--- config.mk ---
export PLATFORM = sky130hd
export DESIGN_NAME = rvCore
export DESIGN_NICKNAME = d
export VERILOG_FILES = /design/src/rvCorePkg.sv /design/src/pipeStageReg.sv /design/src/fetchUnit.sv /design/src/decodeUnit.sv /design/src/registerFile.sv /design/src/executeUnit.sv /design/src/memoryPort.sv /design/src/hazardUnit.sv /design/src/rvCore.sv
export SDC_FILE = /design/constraint.sdc
export NUM_CORES = 2
export LEC_CHECK = 0
export BUFFER_PORTS_ARGS = -buffer_cell sky130_fd_sc_hd__clkbuf_2
export CAP_MARGIN = 20
export CORE_ASPECT_RATIO = 1.5
export CORE_MARGIN = 2
export CORE_UTILIZATION = 55
export CTS_BUF_LIST = sky130_fd_sc_hd__clkbuf_16
export CTS_CLUSTER_SIZE = 12
export DETAILED_ROUTE_END_ITERATION = 7
export PLACE_DENSITY = 0.73
export SETUP_SLACK_MARGIN = 0.15
export SYNTH_ARGS = -nofsm -noshare
export SYNTH_HDL_FRONTEND = slang
export SYNTH_SLANG_ARGS = --single-unit
--- constraint.sdc ---
create_clock -name clock -period 7.65 [get_ports clock]
set_clock_uncertainty 0.1 [all_clocks]
set_input_delay 1.53 -clock clock [delete_from_list [all_inputs] [get_ports clock]]
set_output_delay 1.53 -clock clock [all_outputs]
set_load 0.05 [all_outputs]
--- src/rvCorePkg.sv ---
package rvCorePkg;

    ////////////////////////////////////////////////////////////
    // Widths
    ////////////////////////////////////////////////////////////
    localparam int XLEN     = 32;
    localparam int NUM_REGS = 32;

    typedef logic [XLEN-1:0]             word_t;
    typedef logic [$clog2(NUM_REGS)-1:0] regAddr_t;

    // RV32I opcodes kept in this core
    localparam logic [6:0] OP_LOAD   = 7'b0000011;
    localparam logic [6:0] OP_IMM    = 7'b0010011;
    localparam logic [6:0] OP_STORE  = 7'b0100011;
    localparam logic [6:0] OP_BRANCH = 7'b1100011;
    localparam logic [6:0] OP_JAL    = 7'b1101111;
    localparam logic [6:0] OP_REG    = 7'b0110011;

    localparam word_t NOP_INSTR = 32'h0000_0013; // addi x0,x0,0

    typedef enum logic [3:0] {
        ALU_AND = 4'b0000,
        ALU_OR  = 4'b0110,
        ALU_ADD = 4'b0010,
        ALU_SLL = 4'b0001,
        ALU_SRL = 4'b0101,
        ALU_SRA = 4'b1101,
        ALU_SUB = 4'b1000
    } aluOp_e;

    typedef enum logic [1:0] {
        FWD_REG   = 2'b00,
        FWD_MEMWB = 2'b01,
        FWD_EXMEM = 2'b10
    } fwdSel_e;

    ////////////////////////////////////////////////////////////
    // Stage payloads
    ////////////////////////////////////////////////////////////
    typedef struct packed {
        logic   regWrite;
        logic   memRead;
        logic   memWrite;
        logic   isBranch;
        logic   isJump;
        logic   aluSrc;   // Immediate as operand B
        aluOp_e aluOp;
    } ctrl_t;

    typedef struct packed {
        logic  valid;
        word_t pc;
        word_t instr;
    } ifId_t;

    typedef struct packed {
        logic       valid;
        ctrl_t      ctrl;
        word_t      pc;
        word_t      rs1Data;
        word_t      rs2Data;
        regAddr_t   rs1Addr;
        regAddr_t   rs2Addr;
        word_t      imm;
        regAddr_t   rd;
        logic [2:0] funct3;
    } idEx_t;

    typedef struct packed {
        logic     valid;
        logic     regWrite;
        logic     memRead;
        logic     memWrite;
        word_t    result;
        word_t    storeData;
        regAddr_t rd;
    } exMem_t;

    typedef struct packed {
        logic     valid;
        logic     regWrite;
        logic     memRead;
        word_t    result;
        word_t    loadData;
        regAddr_t rd;
    } memWb_t;

    typedef struct packed {
        logic  taken;
        word_t target;
    } redirect_t;

    typedef struct packed {
        word_t addr;
        word_t wdata;
        logic  we;
    } memReq_t;

endpackage

--- src/pipeStageReg.sv ---
`timescale 1ns/1ps

module pipeStageReg #(
    parameter type T = logic
) (
    input  logic clock,
    input  logic i_arstN,
    input  logic i_hold,
    input  logic i_flush,
    input  T     i_d,
    output T     o_q
);

    // All-zero payload is a bubble
    always_ff @(posedge clock or negedge i_arstN) begin
        if (!i_arstN) begin
            o_q <= '0;
        end else if (i_flush) begin
            o_q <= '0;
        end else if (!i_hold) begin
            o_q <= i_d;
        end
    end

endmodule

--- src/fetchUnit.sv ---
`timescale 1ns/1ps

module fetchUnit import rvCorePkg::*; (
    input  logic      clock,
    input  logic      i_arstN,
    input  redirect_t i_redirect,
    input  logic      i_pcHold,
    input  logic      i_fetchGrant,
    input  word_t     i_instr,
    output word_t     o_fetchAddr,
    output ifId_t     o_ifId
);

    word_t pc;
    word_t nextPc;

    // Redirect beats both hold and a denied grant
    always_comb begin
        if (i_redirect.taken) begin
            nextPc = i_redirect.target;
        end else if (i_pcHold || !i_fetchGrant) begin
            nextPc = pc;
        end else begin
            nextPc = pc + word_t'(4);
        end
    end

    always_ff @(posedge clock or negedge i_arstN) begin
        if (!i_arstN) begin
            pc <= '0;
        end else begin
            pc <= nextPc;
        end
    end

    assign o_fetchAddr  = pc;
    assign o_ifId.valid = i_fetchGrant;
    assign o_ifId.pc    = pc;
    assign o_ifId.instr = i_fetchGrant ? i_instr : NOP_INSTR; // Port busy with data
endmodule

--- src/decodeUnit.sv ---
`timescale 1ns/1ps

module decodeUnit import rvCorePkg::*; (
    input  ifId_t    i_ifId,
    input  word_t    i_rs1Data,
    input  word_t    i_rs2Data,
    output regAddr_t o_rs1Addr,
    output regAddr_t o_rs2Addr,
    output idEx_t    o_idEx
);

    word_t      instr;
    logic [6:0] opcode;
    logic [2:0] funct3;
    ctrl_t      ctrl;
    word_t      imm;

    // Bit 30 selects sub or sra
    function automatic aluOp_e aluFromFunct(input logic [2:0] f3, input logic alt);
        case (f3)
            3'b000:  return alt ? ALU_SUB : ALU_ADD;
            3'b001:  return ALU_SLL;
            3'b101:  return alt ? ALU_SRA : ALU_SRL;
            3'b110:  return ALU_OR;
            3'b111:  return ALU_AND;
            default: return ALU_ADD;
        endcase
    endfunction

    assign instr     = i_ifId.instr;
    assign opcode    = instr[6:0];
    assign funct3    = instr[14:12];
    assign o_rs1Addr = instr[19:15];
    assign o_rs2Addr = instr[24:20];

    always_comb begin
        ctrl = '0;
        imm  = '0;
        case (opcode)
            OP_LOAD: begin
                ctrl.regWrite = 1'b1;
                ctrl.memRead  = 1'b1;
                ctrl.aluSrc   = 1'b1;
                ctrl.aluOp    = ALU_ADD;
                imm           = {{20{instr[31]}}, instr[31:20]};
            end
            OP_IMM: begin
                ctrl.regWrite = 1'b1;
                ctrl.aluSrc   = 1'b1;
                ctrl.aluOp    = aluFromFunct(funct3, instr[30] && funct3 == 3'b101);
                imm           = {{20{instr[31]}}, instr[31:20]};
            end
            OP_STORE: begin
                ctrl.memWrite = 1'b1;
                ctrl.aluSrc   = 1'b1;
                ctrl.aluOp    = ALU_ADD;
                imm           = {{20{instr[31]}}, instr[31:25], instr[11:7]};
            end
            OP_BRANCH: begin
                ctrl.isBranch = 1'b1;
                ctrl.aluOp    = ALU_SUB;
                imm = {{19{instr[31]}}, instr[31], instr[7], instr[30:25], instr[11:8], 1'b0};
            end
            OP_JAL: begin
                ctrl.regWrite = 1'b1;
                ctrl.isJump   = 1'b1;
                ctrl.aluOp    = ALU_ADD;
                imm = {{11{instr[31]}}, instr[31], instr[19:12], instr[20], instr[30:21], 1'b0};
            end
            OP_REG: begin
                ctrl.regWrite = 1'b1;
                ctrl.aluOp    = aluFromFunct(funct3, instr[30]);
            end
            default: ctrl = '0; // Unknown opcode does nothing
        endcase
    end

    always_comb begin
        o_idEx = '0;
        if (i_ifId.valid) begin
            o_idEx.valid   = 1'b1;
            o_idEx.ctrl    = ctrl;
            o_idEx.pc      = i_ifId.pc;
            o_idEx.rs1Data = i_rs1Data;
            o_idEx.rs2Data = i_rs2Data;
            o_idEx.rs1Addr = o_rs1Addr;
            o_idEx.rs2Addr = o_rs2Addr;
            o_idEx.imm     = imm;
            o_idEx.rd      = instr[11:7];
            o_idEx.funct3  = funct3;
        end
    end

endmodule

--- src/registerFile.sv ---
`timescale 1ns/1ps

module registerFile import rvCorePkg::*; (
    input  logic     clock,
    input  logic     i_arstN,
    input  regAddr_t i_rs1Addr,
    input  regAddr_t i_rs2Addr,
    output word_t    o_rs1Data,
    output word_t    o_rs2Data,
    input  memWb_t   i_memWb,
    output word_t    o_wbData
);

    word_t regs [NUM_REGS];
    logic  wrEn;

    assign o_wbData = i_memWb.memRead ? i_memWb.loadData : i_memWb.result;
    assign wrEn     = i_memWb.valid && i_memWb.regWrite && (i_memWb.rd != '0);

    always_ff @(posedge clock or negedge i_arstN) begin
        if (!i_arstN) begin
            regs <= '{default: '0};
        end else if (wrEn) begin
            regs[i_memWb.rd] <= o_wbData;
        end
    end

    ////////////////////////////////////////////////////////////
    // Read ports, bypass the write of this cycle
    ////////////////////////////////////////////////////////////
    assign o_rs1Data = (i_rs1Addr == '0) ? '0 :
                       (wrEn && i_memWb.rd == i_rs1Addr) ? o_wbData : regs[i_rs1Addr];
    assign o_rs2Data = (i_rs2Addr == '0) ? '0 :
                       (wrEn && i_memWb.rd == i_rs2Addr) ? o_wbData : regs[i_rs2Addr];

endmodule

--- src/executeUnit.sv ---
`timescale 1ns/1ps

module executeUnit import rvCorePkg::*; (
    input  idEx_t     i_idEx,
    input  fwdSel_e   i_fwdA,
    input  fwdSel_e   i_fwdB,
    input  word_t     i_exMemResult,
    input  word_t     i_wbData,
    output exMem_t    o_exMem,
    output redirect_t o_redirect
);

    word_t opA;
    word_t opB;
    word_t aluB;
    word_t aluOut;
    word_t pcPlus4;
    logic  brCond;

    function automatic word_t fwdMux(input fwdSel_e sel, input word_t regVal,
                                     input word_t exMemVal, input word_t wbVal);
        case (sel)
            FWD_EXMEM: return exMemVal;
            FWD_MEMWB: return wbVal;
            default:   return regVal;
        endcase
    endfunction

    assign opA     = fwdMux(i_fwdA, i_idEx.rs1Data, i_exMemResult, i_wbData);
    assign opB     = fwdMux(i_fwdB, i_idEx.rs2Data, i_exMemResult, i_wbData);
    assign aluB    = i_idEx.ctrl.aluSrc ? i_idEx.imm : opB;
    assign pcPlus4 = i_idEx.pc + word_t'(4);

    always_comb begin
        case (i_idEx.ctrl.aluOp)
            ALU_AND: aluOut = opA & aluB;
            ALU_OR:  aluOut = opA | aluB;
            ALU_ADD: aluOut = opA + aluB;
            ALU_SUB: aluOut = opA - aluB;
            ALU_SLL: aluOut = opA << aluB[4:0];
            ALU_SRL: aluOut = opA >> aluB[4:0];
            ALU_SRA: aluOut = word_t'($signed(opA) >>> aluB[4:0]);
            default: aluOut = '0;
        endcase
    end

    // Branch condition from funct3
    always_comb begin
        case (i_idEx.funct3)
            3'b000:  brCond = (opA == opB);
            3'b001:  brCond = (opA != opB);
            3'b100:  brCond = ($signed(opA) < $signed(opB));
            3'b101:  brCond = ($signed(opA) >= $signed(opB));
            default: brCond = 1'b0;
        endcase
    end

    assign o_redirect.taken  = i_idEx.valid &&
                               (i_idEx.ctrl.isJump || (i_idEx.ctrl.isBranch && brCond));
    assign o_redirect.target = i_idEx.pc + i_idEx.imm;

    assign o_exMem.valid     = i_idEx.valid;
    assign o_exMem.regWrite  = i_idEx.ctrl.regWrite;
    assign o_exMem.memRead   = i_idEx.ctrl.memRead;
    assign o_exMem.memWrite  = i_idEx.ctrl.memWrite;
    assign o_exMem.result    = i_idEx.ctrl.isJump ? pcPlus4 : aluOut; // Link value for jal
    assign o_exMem.storeData = opB;
    assign o_exMem.rd        = i_idEx.rd;

endmodule

--- src/memoryPort.sv ---
`timescale 1ns/1ps

module memoryPort import rvCorePkg::*; (
    input  word_t   i_fetchAddr,
    input  exMem_t  i_exMem,
    input  word_t   i_memRdata,
    output memReq_t o_memReq,
    output logic    o_fetchGrant,
    output word_t   o_instr,
    output memWb_t  o_memWb
);

    logic dataAccess;

    // Loads and stores take the port ahead of fetch
    assign dataAccess     = i_exMem.valid && (i_exMem.memRead || i_exMem.memWrite);
    assign o_fetchGrant   = !dataAccess;

    assign o_memReq.addr  = dataAccess ? i_exMem.result : i_fetchAddr;
    assign o_memReq.wdata = i_exMem.storeData;
    assign o_memReq.we    = dataAccess && i_exMem.memWrite;

    assign o_instr = i_memRdata;

    assign o_memWb.valid    = i_exMem.valid;
    assign o_memWb.regWrite = i_exMem.regWrite;
    assign o_memWb.memRead  = i_exMem.memRead;
    assign o_memWb.result   = i_exMem.result;
    assign o_memWb.loadData = i_memRdata; // Only meaningful for loads
    assign o_memWb.rd       = i_exMem.rd;

endmodule

--- src/hazardUnit.sv ---
`timescale 1ns/1ps

module hazardUnit import rvCorePkg::*; (
    input  ifId_t     i_ifId,
    input  idEx_t     i_idEx,
    input  exMem_t    i_exMem,
    input  memWb_t    i_memWb,
    input  redirect_t i_redirect,
    output logic      o_pcHold,
    output logic      o_ifIdHold,
    output logic      o_ifIdFlush,
    output logic      o_idExFlush,
    output fwdSel_e   o_fwdA,
    output fwdSel_e   o_fwdB
);

    logic [6:0] opcode;
    logic       usesRs1;
    logic       usesRs2;
    logic       loadUse;

    // EX/MEM loads are never forwarded, load-use covers them
    function automatic fwdSel_e pickFwd(input regAddr_t src, input exMem_t exMem,
                                        input memWb_t memWb);
        if (exMem.valid && exMem.regWrite && !exMem.memRead && exMem.rd != '0 &&
            exMem.rd == src) begin
            return FWD_EXMEM;
        end else if (memWb.valid && memWb.regWrite && memWb.rd != '0 && memWb.rd == src) begin
            return FWD_MEMWB;
        end
        return FWD_REG;
    endfunction

    assign opcode  = i_ifId.instr[6:0];
    assign usesRs1 = (opcode != OP_JAL);
    assign usesRs2 = (opcode == OP_REG) || (opcode == OP_STORE) || (opcode == OP_BRANCH);

    assign loadUse = i_idEx.valid && i_idEx.ctrl.memRead && i_idEx.rd != '0 && i_ifId.valid &&
                     ((usesRs1 && i_ifId.instr[19:15] == i_idEx.rd) ||
                      (usesRs2 && i_ifId.instr[24:20] == i_idEx.rd));

    assign o_pcHold    = loadUse;
    assign o_ifIdHold  = loadUse;
    assign o_ifIdFlush = i_redirect.taken;
    assign o_idExFlush = i_redirect.taken || loadUse; // Bubble into execute

    assign o_fwdA = pickFwd(i_idEx.rs1Addr, i_exMem, i_memWb);
    assign o_fwdB = pickFwd(i_idEx.rs2Addr, i_exMem, i_memWb);

endmodule

--- src/rvCore.sv ---
`timescale 1ns/1ps

module rvCore import rvCorePkg::*; (
    input  logic    clock,
    input  logic    i_arstN,
    output memReq_t o_memReq,
    input  word_t   i_memRdata
);

    word_t     fetchAddr;
    logic      fetchGrant;
    word_t     instr;
    ifId_t     ifIdD;
    ifId_t     ifIdQ;
    regAddr_t  rs1Addr;
    regAddr_t  rs2Addr;
    word_t     rs1Data;
    word_t     rs2Data;
    idEx_t     idExD;
    idEx_t     idExQ;
    exMem_t    exMemD;
    exMem_t    exMemQ;
    memWb_t    memWbD;
    memWb_t    memWbQ;
    word_t     wbData;
    redirect_t redirect;
    logic      pcHold;
    logic      ifIdHold;
    logic      ifIdFlush;
    logic      idExFlush;
    fwdSel_e   fwdA;
    fwdSel_e   fwdB;

    ////////////////////////////////////////////////////////////
    // Fetch and decode
    ////////////////////////////////////////////////////////////
    fetchUnit fetch_i (
        .clock        (clock),
        .i_arstN      (i_arstN),
        .i_redirect   (redirect),
        .i_pcHold     (pcHold),
        .i_fetchGrant (fetchGrant),
        .i_instr      (instr),
        .o_fetchAddr  (fetchAddr),
        .o_ifId       (ifIdD)
    );

    pipeStageReg #(.T(ifId_t)) ifIdReg_i (
        .clock   (clock),
        .i_arstN (i_arstN),
        .i_hold  (ifIdHold),
        .i_flush (ifIdFlush),
        .i_d     (ifIdD),
        .o_q     (ifIdQ)
    );

    decodeUnit decode_i (
        .i_ifId    (ifIdQ),
        .i_rs1Data (rs1Data),
        .i_rs2Data (rs2Data),
        .o_rs1Addr (rs1Addr),
        .o_rs2Addr (rs2Addr),
        .o_idEx    (idExD)
    );

    registerFile regFile_i (
        .clock     (clock),
        .i_arstN   (i_arstN),
        .i_rs1Addr (rs1Addr),
        .i_rs2Addr (rs2Addr),
        .o_rs1Data (rs1Data),
        .o_rs2Data (rs2Data),
        .i_memWb   (memWbQ),
        .o_wbData  (wbData)
    );

    pipeStageReg #(.T(idEx_t)) idExReg_i (
        .clock   (clock),
        .i_arstN (i_arstN),
        .i_hold  (1'b0),
        .i_flush (idExFlush),
        .i_d     (idExD),
        .o_q     (idExQ)
    );

    ////////////////////////////////////////////////////////////
    // Execute, memory and hazards
    ////////////////////////////////////////////////////////////
    executeUnit execute_i (
        .i_idEx        (idExQ),
        .i_fwdA        (fwdA),
        .i_fwdB        (fwdB),
        .i_exMemResult (exMemQ.result),
        .i_wbData      (wbData),
        .o_exMem       (exMemD),
        .o_redirect    (redirect)
    );

    pipeStageReg #(.T(exMem_t)) exMemReg_i (
        .clock   (clock),
        .i_arstN (i_arstN),
        .i_hold  (1'b0),
        .i_flush (1'b0),
        .i_d     (exMemD),
        .o_q     (exMemQ)
    );

    memoryPort memPort_i (
        .i_fetchAddr  (fetchAddr),
        .i_exMem      (exMemQ),
        .i_memRdata   (i_memRdata),
        .o_memReq     (o_memReq),
        .o_fetchGrant (fetchGrant),
        .o_instr      (instr),
        .o_memWb      (memWbD)
    );

    pipeStageReg #(.T(memWb_t)) memWbReg_i (
        .clock   (clock),
        .i_arstN (i_arstN),
        .i_hold  (1'b0),
        .i_flush (1'b0),
        .i_d     (memWbD),
        .o_q     (memWbQ)
    );

    hazardUnit hazard_i (
        .i_ifId      (ifIdQ),
        .i_idEx      (idExQ),
        .i_exMem     (exMemQ),
        .i_memWb     (memWbQ),
        .i_redirect  (redirect),
        .o_pcHold    (pcHold),
        .o_ifIdHold  (ifIdHold),
        .o_ifIdFlush (ifIdFlush),
        .o_idExFlush (idExFlush),
        .o_fwdA      (fwdA),
        .o_fwdB      (fwdB)
    );

endmodule

After elaboration in Yosys (flattened, before gate mapping). Index checks and enable logic that the tools add are counted.

Output and inout bits: 65. Register bits: 1423. Word-level logic and storage cells: 216.

Shifts and indexed selects: 3. Magnitude comparators: 6. Eq/ne operators: 36. Add/subtract/negate cells: 5. Mux-type cells: 52. Reduce and logical (&&, ||, !) cells: 44. Bitwise logic cells: 5.

Operator list (count): 1024-bit bitwise mux (1); 32-bit two-way mux (16); 32-bit binary-select mux with 5-bit select (2); 157-bit two-way mux (2); 32-bit one-hot mux with 7 select lines (1); 32-bit demux with 5-bit select (1); 65-bit two-way mux (2); 32-bit one-hot mux with 2 select lines (2); 32-bit one-hot mux with 4 select lines (1); 32-bit by 3-bit adder with 32-bit output (second input constant) (2); 32-bit adder (2); 5-bit == test (8); 4-bit one-hot mux with 5 select lines (2); 32-bit AND (1); 32-bit == test (1); 32-bit >= comparator (1); 32-bit < comparator (1); 32-bit != test (1); 32-bit bitwise OR (1); 32-bit by 5-bit left shift with 32-bit output (1); 32-bit by 5-bit right shift with 32-bit output (1); 32-bit by 5-bit >>> shifter with 32-bit output (1); 32-bit subtractor (1); 1-bit logical AND (23); 31 further kinds (76).

Longest topological paths before layout.
Word-level depth: 15. Depth in mapped cells: 29. Mapped depth without buffers: 24.

Hierarchy. A second synthesis with hierarchy kept.

Cells, all modules: 8755. Area, all modules: 86694.4 µm².

Modules (own cells, without submodules): registerFile (cells each 4962, instances 1, area each 53387.5 µm²); executeUnit (cells each 1862, instances 1, area each 12483.2 µm²); pipeStageReg (idExReg_i) (cells each 506, instances 1, area each 6473.7 µm²); pipeStageReg (exMemReg_i) (cells each 235, instances 1, area each 3022.9 µm²); pipeStageReg (memWbReg_i) (cells each 232, instances 1, area each 2940.3 µm²); pipeStageReg (ifIdReg_i) (cells each 209, instances 1, area each 2667.6 µm²); fetchUnit (cells each 280, instances 1, area each 2399.8 µm²); memoryPort (cells each 173, instances 1, area each 1437.6 µm²); decodeUnit (cells each 237, instances 1, area each 1431.4 µm²); hazardUnit (cells each 58, instances 1, area each 446.7 µm²); rvCore (cells each 1, instances 1, area each 3.8 µm²).

Least setup slack after synthesis. Ideal clock, no wire load.

Path kind: register -> register. From: register memWbReg_i.o_q[4] (netlist name). To: register exMemReg_i.o_q[64] (netlist name). Arrival time: 5.691 ns. Buffers on the path: 4. Stages on the path, launching flop included: 29. Setup slack: 1.733 ns. Cell sequence: dfrtp_1 xor2_1 or4_4 buf_4 nor3_2 o311ai_1 and2_1 inv_2 buf_2 buf_2 buf_2 ha_1 nand3_1 nand2b_1 a21oi_2 nor2b_1 xnor2_1 ha_1 a21o_1 a21oi_1 o22ai_1 nor2_1 a21oi_1 o2111ai_1 a21oi_1 a2111oi_0 xor2_1 o221ai_1 a221o_1.

RTL lines: from (decl) (RTL line pipeStageReg.sv:11) `output T o_q`; from (signal assigned) (RTL line pipeStageReg.sv:21) `o_q <= i_d;`; to (signal assigned) (RTL line pipeStageReg.sv:21); to (decl) (RTL line pipeStageReg.sv:11).

==> metrics.yaml <==
critical_path:
  arrival_ns: 7.88
  worst_setup_path_end_kind: "flop"
  crit_required_ns: 8.24
  start_kind: "flop"
  reg2reg_slack_ns: 0.36
  max_stage_delay_ns: 0.85
  path_buf_inv: 4
  cp_slowest_cell: "nor4_4"
  crit_top_cell: "buf_4"
  critical_path_class: "flop to flop"
  worstPathCellList: "xor2_1, nor4_4, buf_4, a21oi_1, o31ai_1, inv_1, ha_1, nand4_1, nor4_1, nand3_1, xnor2_1, nor2_1, nor4bb_1, a32o_2, buf_12, nor2_2, buf_4, a22o_1"
  critPathMaxFanout: 69
  cp_top_family: "simple AND/OR/NAND/NOR gates"
floorplanning:
  ioPinCount: 99
  core_um2: 143000
  start_util_pct: 55.4
  die_h_um: 469
  num_rows: 170
  dieArea_um2: 147000
  fp.dieW_um: 314
global_routing:
  grt_max_degree: 201
  antenna_found_initial: 36
  grt_usage_pct: 44.3
  grt_pass1_vias: 65600
  grt_pass1_wl_mm: 464
  grt_overflow: 0
power_and_ir_drop:
  p_seq_share_pct: 46.0
  clockPowerShare_pct: 37.1
  peakVddDrop_uv: 257
  internal_power_mw: 12.5
  p_per_area_nw_per_um2: 210
  total_power_mw: 18.1
  p_sw_mw: 5.56
  p_sw_share_pct: 30.8
  p_leak_nw: 37.2
  combPwrFrac_pct: 16.9
synth:
  ys.flop_type: "dfrtp_1"
  yosysMostFrequentCell: "dfrtp_1"
  synthAdderAreaFrac_pct: 1.64
  yosys.area_share.simple_pct: 12.3
  synth.top_cells.by_count: "1412 x dfrtp_1, 840 x a21oi_1, 821 x nor2_1"
  netlist_instances: 7625
  post_synth_num_cell_types: 102
  synth_top_family_by_area: "multiplexers"
  synth_edf_count: 0
  ys_seq_area_share_pct: 44.6
  yosysTopAreaCell: "dfrtp_1"
  syn_area_um2: 79300
  synth_seq_cells: 1412
  ys_async_sr_fraction_pct: 100
  avgSynthCellArea_um2: 10.4
  synth_mux_area_share_pct: 20.1
  synth_compound_area_share_pct: 15.0
  yosys_warnings: 0
  synthXorXnorAreaFrac_pct: 2.00
  syn_nets: 7762
  synth_area_leaders: "dfrtp_1 45%, mux4_2 17%, a21oi_1 5.3%, o21ai_0 3.9%, nor2_1 3.9%"
  yosysTopAreaCellShare_pct: 44.6
timing:
  finalSetupViolations: 0
  finalSetupTns_ns: 0
  max_slew_margin_pct: 12.3
  max_freq_mhz: 137
  fin_crit_sh_pct: 95.3
  maxSlewViolCount: 0
  rsz0062_at_grt: "false"
  hold_viol_final: 0
  worst_slew_pin_slew_ns: 1.32
  period_needed_ns: 7.29
status:
  outcome: "complete, no violations"
cts:
  clkTransAtPathRegs_ns: 0.07
  clk_path_buf_depth: 3
  clk_latency_ns: 0.82
  cts_tree: "built"
  htreeDepth: 4
  cts_root_buf: "clkbuf_16"
  numCtsBuffers: 144
  hold_buffers: 0
  clock-sinks: 1412
cells_and_area:
  utilization_pct: 60.1
  syn2layout_area_growth_pct: 8.62
  drive_gt1_share_pct: 18.3
  nets: 7496
  finalInstanceArea_um2: 86100
routing:
  avgViaCountPerCell: 7.03
  routed_wl_mm: 319
  drc: 0
  wl_per_cell_um: 34.1
  first_pass_iters: 7
  drtIter0Drc: 7624
  via_count: 65700
  detail-route-antenna-nets: 0
run:
  drv_cap: 0
placement:
  gp_congestion: 1.19
  dpl_cell_area_um2: 81600
  dpl.hpwl_mm: 207
  io_buffers: 98
min_path:
  min_path_type: "flop to flop"
routing by layer:
layer / part of all wire [%] / track usage, % / vias to the layer above
li1: - / - / 27300
met1: 32 / 48.1 / 32800
met2: 46 / 67.0 / 3986
met3: 9.8 / 15.2 / 1569
met4: 12 / 43.7 / 32
met5: 0.069 / 0 / -
final cells by class:
type	count	area [µm²]
fillers	11600	57100
multi-input cells	5381	41100
flip-flops and latches	1412	35400
clock buffers	147	3680
repair buffers	352	2700
well taps	1892	2370
clock inverters	71	529
inverters	68	255
diodes	19	47.5
path summary, 6_finish.rpt:
kind	from	cells past startpoint	to
worst max-delay path	memWbReg_i.o_q[4]	18	ifIdReg_i.o_q[10]
worst max register to register	memWbReg_i.o_q[4]	18	ifIdReg_i.o_q[10]
worst min-delay path	idExReg_i.o_q[153]	0	exMemReg_i.o_q[69]
max in group asynchronous	i_arstN	3	regFile_i.regs[1022]
worst min register to register	idExReg_i.o_q[153]	0	exMemReg_i.o_q[69]
min in group asynchronous	i_arstN	1	exMemReg_i.o_q[64]
cells by family (layout without fill, tap and decap cells):
family / after synthesis / count (layout)
adders and majority gates: 103 / 103
other: 0 / 19
and+or+nand+nor: 2217 / 2217
xor gates and xnor gates: 181 / 181
muxes: 839 / 839
AOI/OAI and AO/OA: 2041 / 2041
buffers and inverters: 832 / 638
DFF: 1412 / 1412
power by group through the flow:
stage / registers [mW] / logic, mW / clock network [mW]
final: 8.30 / 3.05 / 6.70
after global routing: 8.32 / 3.23 / 7.01
after CTS: 8.27 / 2.95 / 6.73
after detailed placement: 8.41 / 2.93 / 0
after global placement: 8.38 / 2.91 / 0
after floorplan: 8.15 / 1.98 / 0
through the flow:
step / setup slack [ns] / instances / hold WS, ns
after CTS: 0.847 / 9308 / 0.255
after floorplan: 1.73 / 7625 / 0.231
final: 0.358 / 9342 / 0.253
after detailed placement: 0.848 / 9090 / 0.253
after global routing: 0.241 / 9324 / 0.263
after global placement: 0.880 / 9086 / 0.235
worst register-to-register path, stage by stage (launching register included):
cell and delay, ns:
dfrtp_1 0.67, xor2_1 0.22, nor4_4 0.85, buf_4 0.37
a21oi_1 0.13, o31ai_1 0.75, inv_1 0.11, ha_1 0.34
nand4_1 0.66, nor4_1 0.73, nand3_1 0.23, xnor2_1 0.19
nor2_1 0.06, nor4bb_1 0.50, a32o_2 0.30, buf_12 0.29
nor2_2 0.13, buf_4 0.25, a22o_1 0.29
sequential cells by signal, summed over array words and instances (netlist names):
signal               count
exMemReg_i.o_q          73
fetch_i.o_fetchAddr     32
idExReg_i.o_q          146
ifIdReg_i.o_q           65
memWbReg_i.o_q          72
regFile_i.regs        1024
placed cells by master, fill, tap and decap left out, types with 45 or more instances in the layout:
cell type / instances
and3_1: 75
a31oi_1: 50
mux2_2: 59
xnor2_1: 98
clkbuf_16: 147
nand4_1: 80
nor2b_1: 45
mux4_2: 594
o21ai_0: 612
clkbuf_2: 98
buf_4: 223
nor2_1: 802
dfrtp_1: 1400
a21oi_1: 837
nor3_1: 149
a211oi_1: 148
inv_1: 98
xor2_1: 80
mux2i_1: 152
nand2_1: 784
nand3_1: 63
a21o_1: 46
ha_1: 101
repair_timing:
| item | 4_1_cts | 5_1_grt |
|---|---|---|
| buffers inserted | 0 | 0 |
| setup endpoints to repair | 0 | 2 |
| resized for setup | 0 | 1 |
Power figures use the tool's default switching activity.
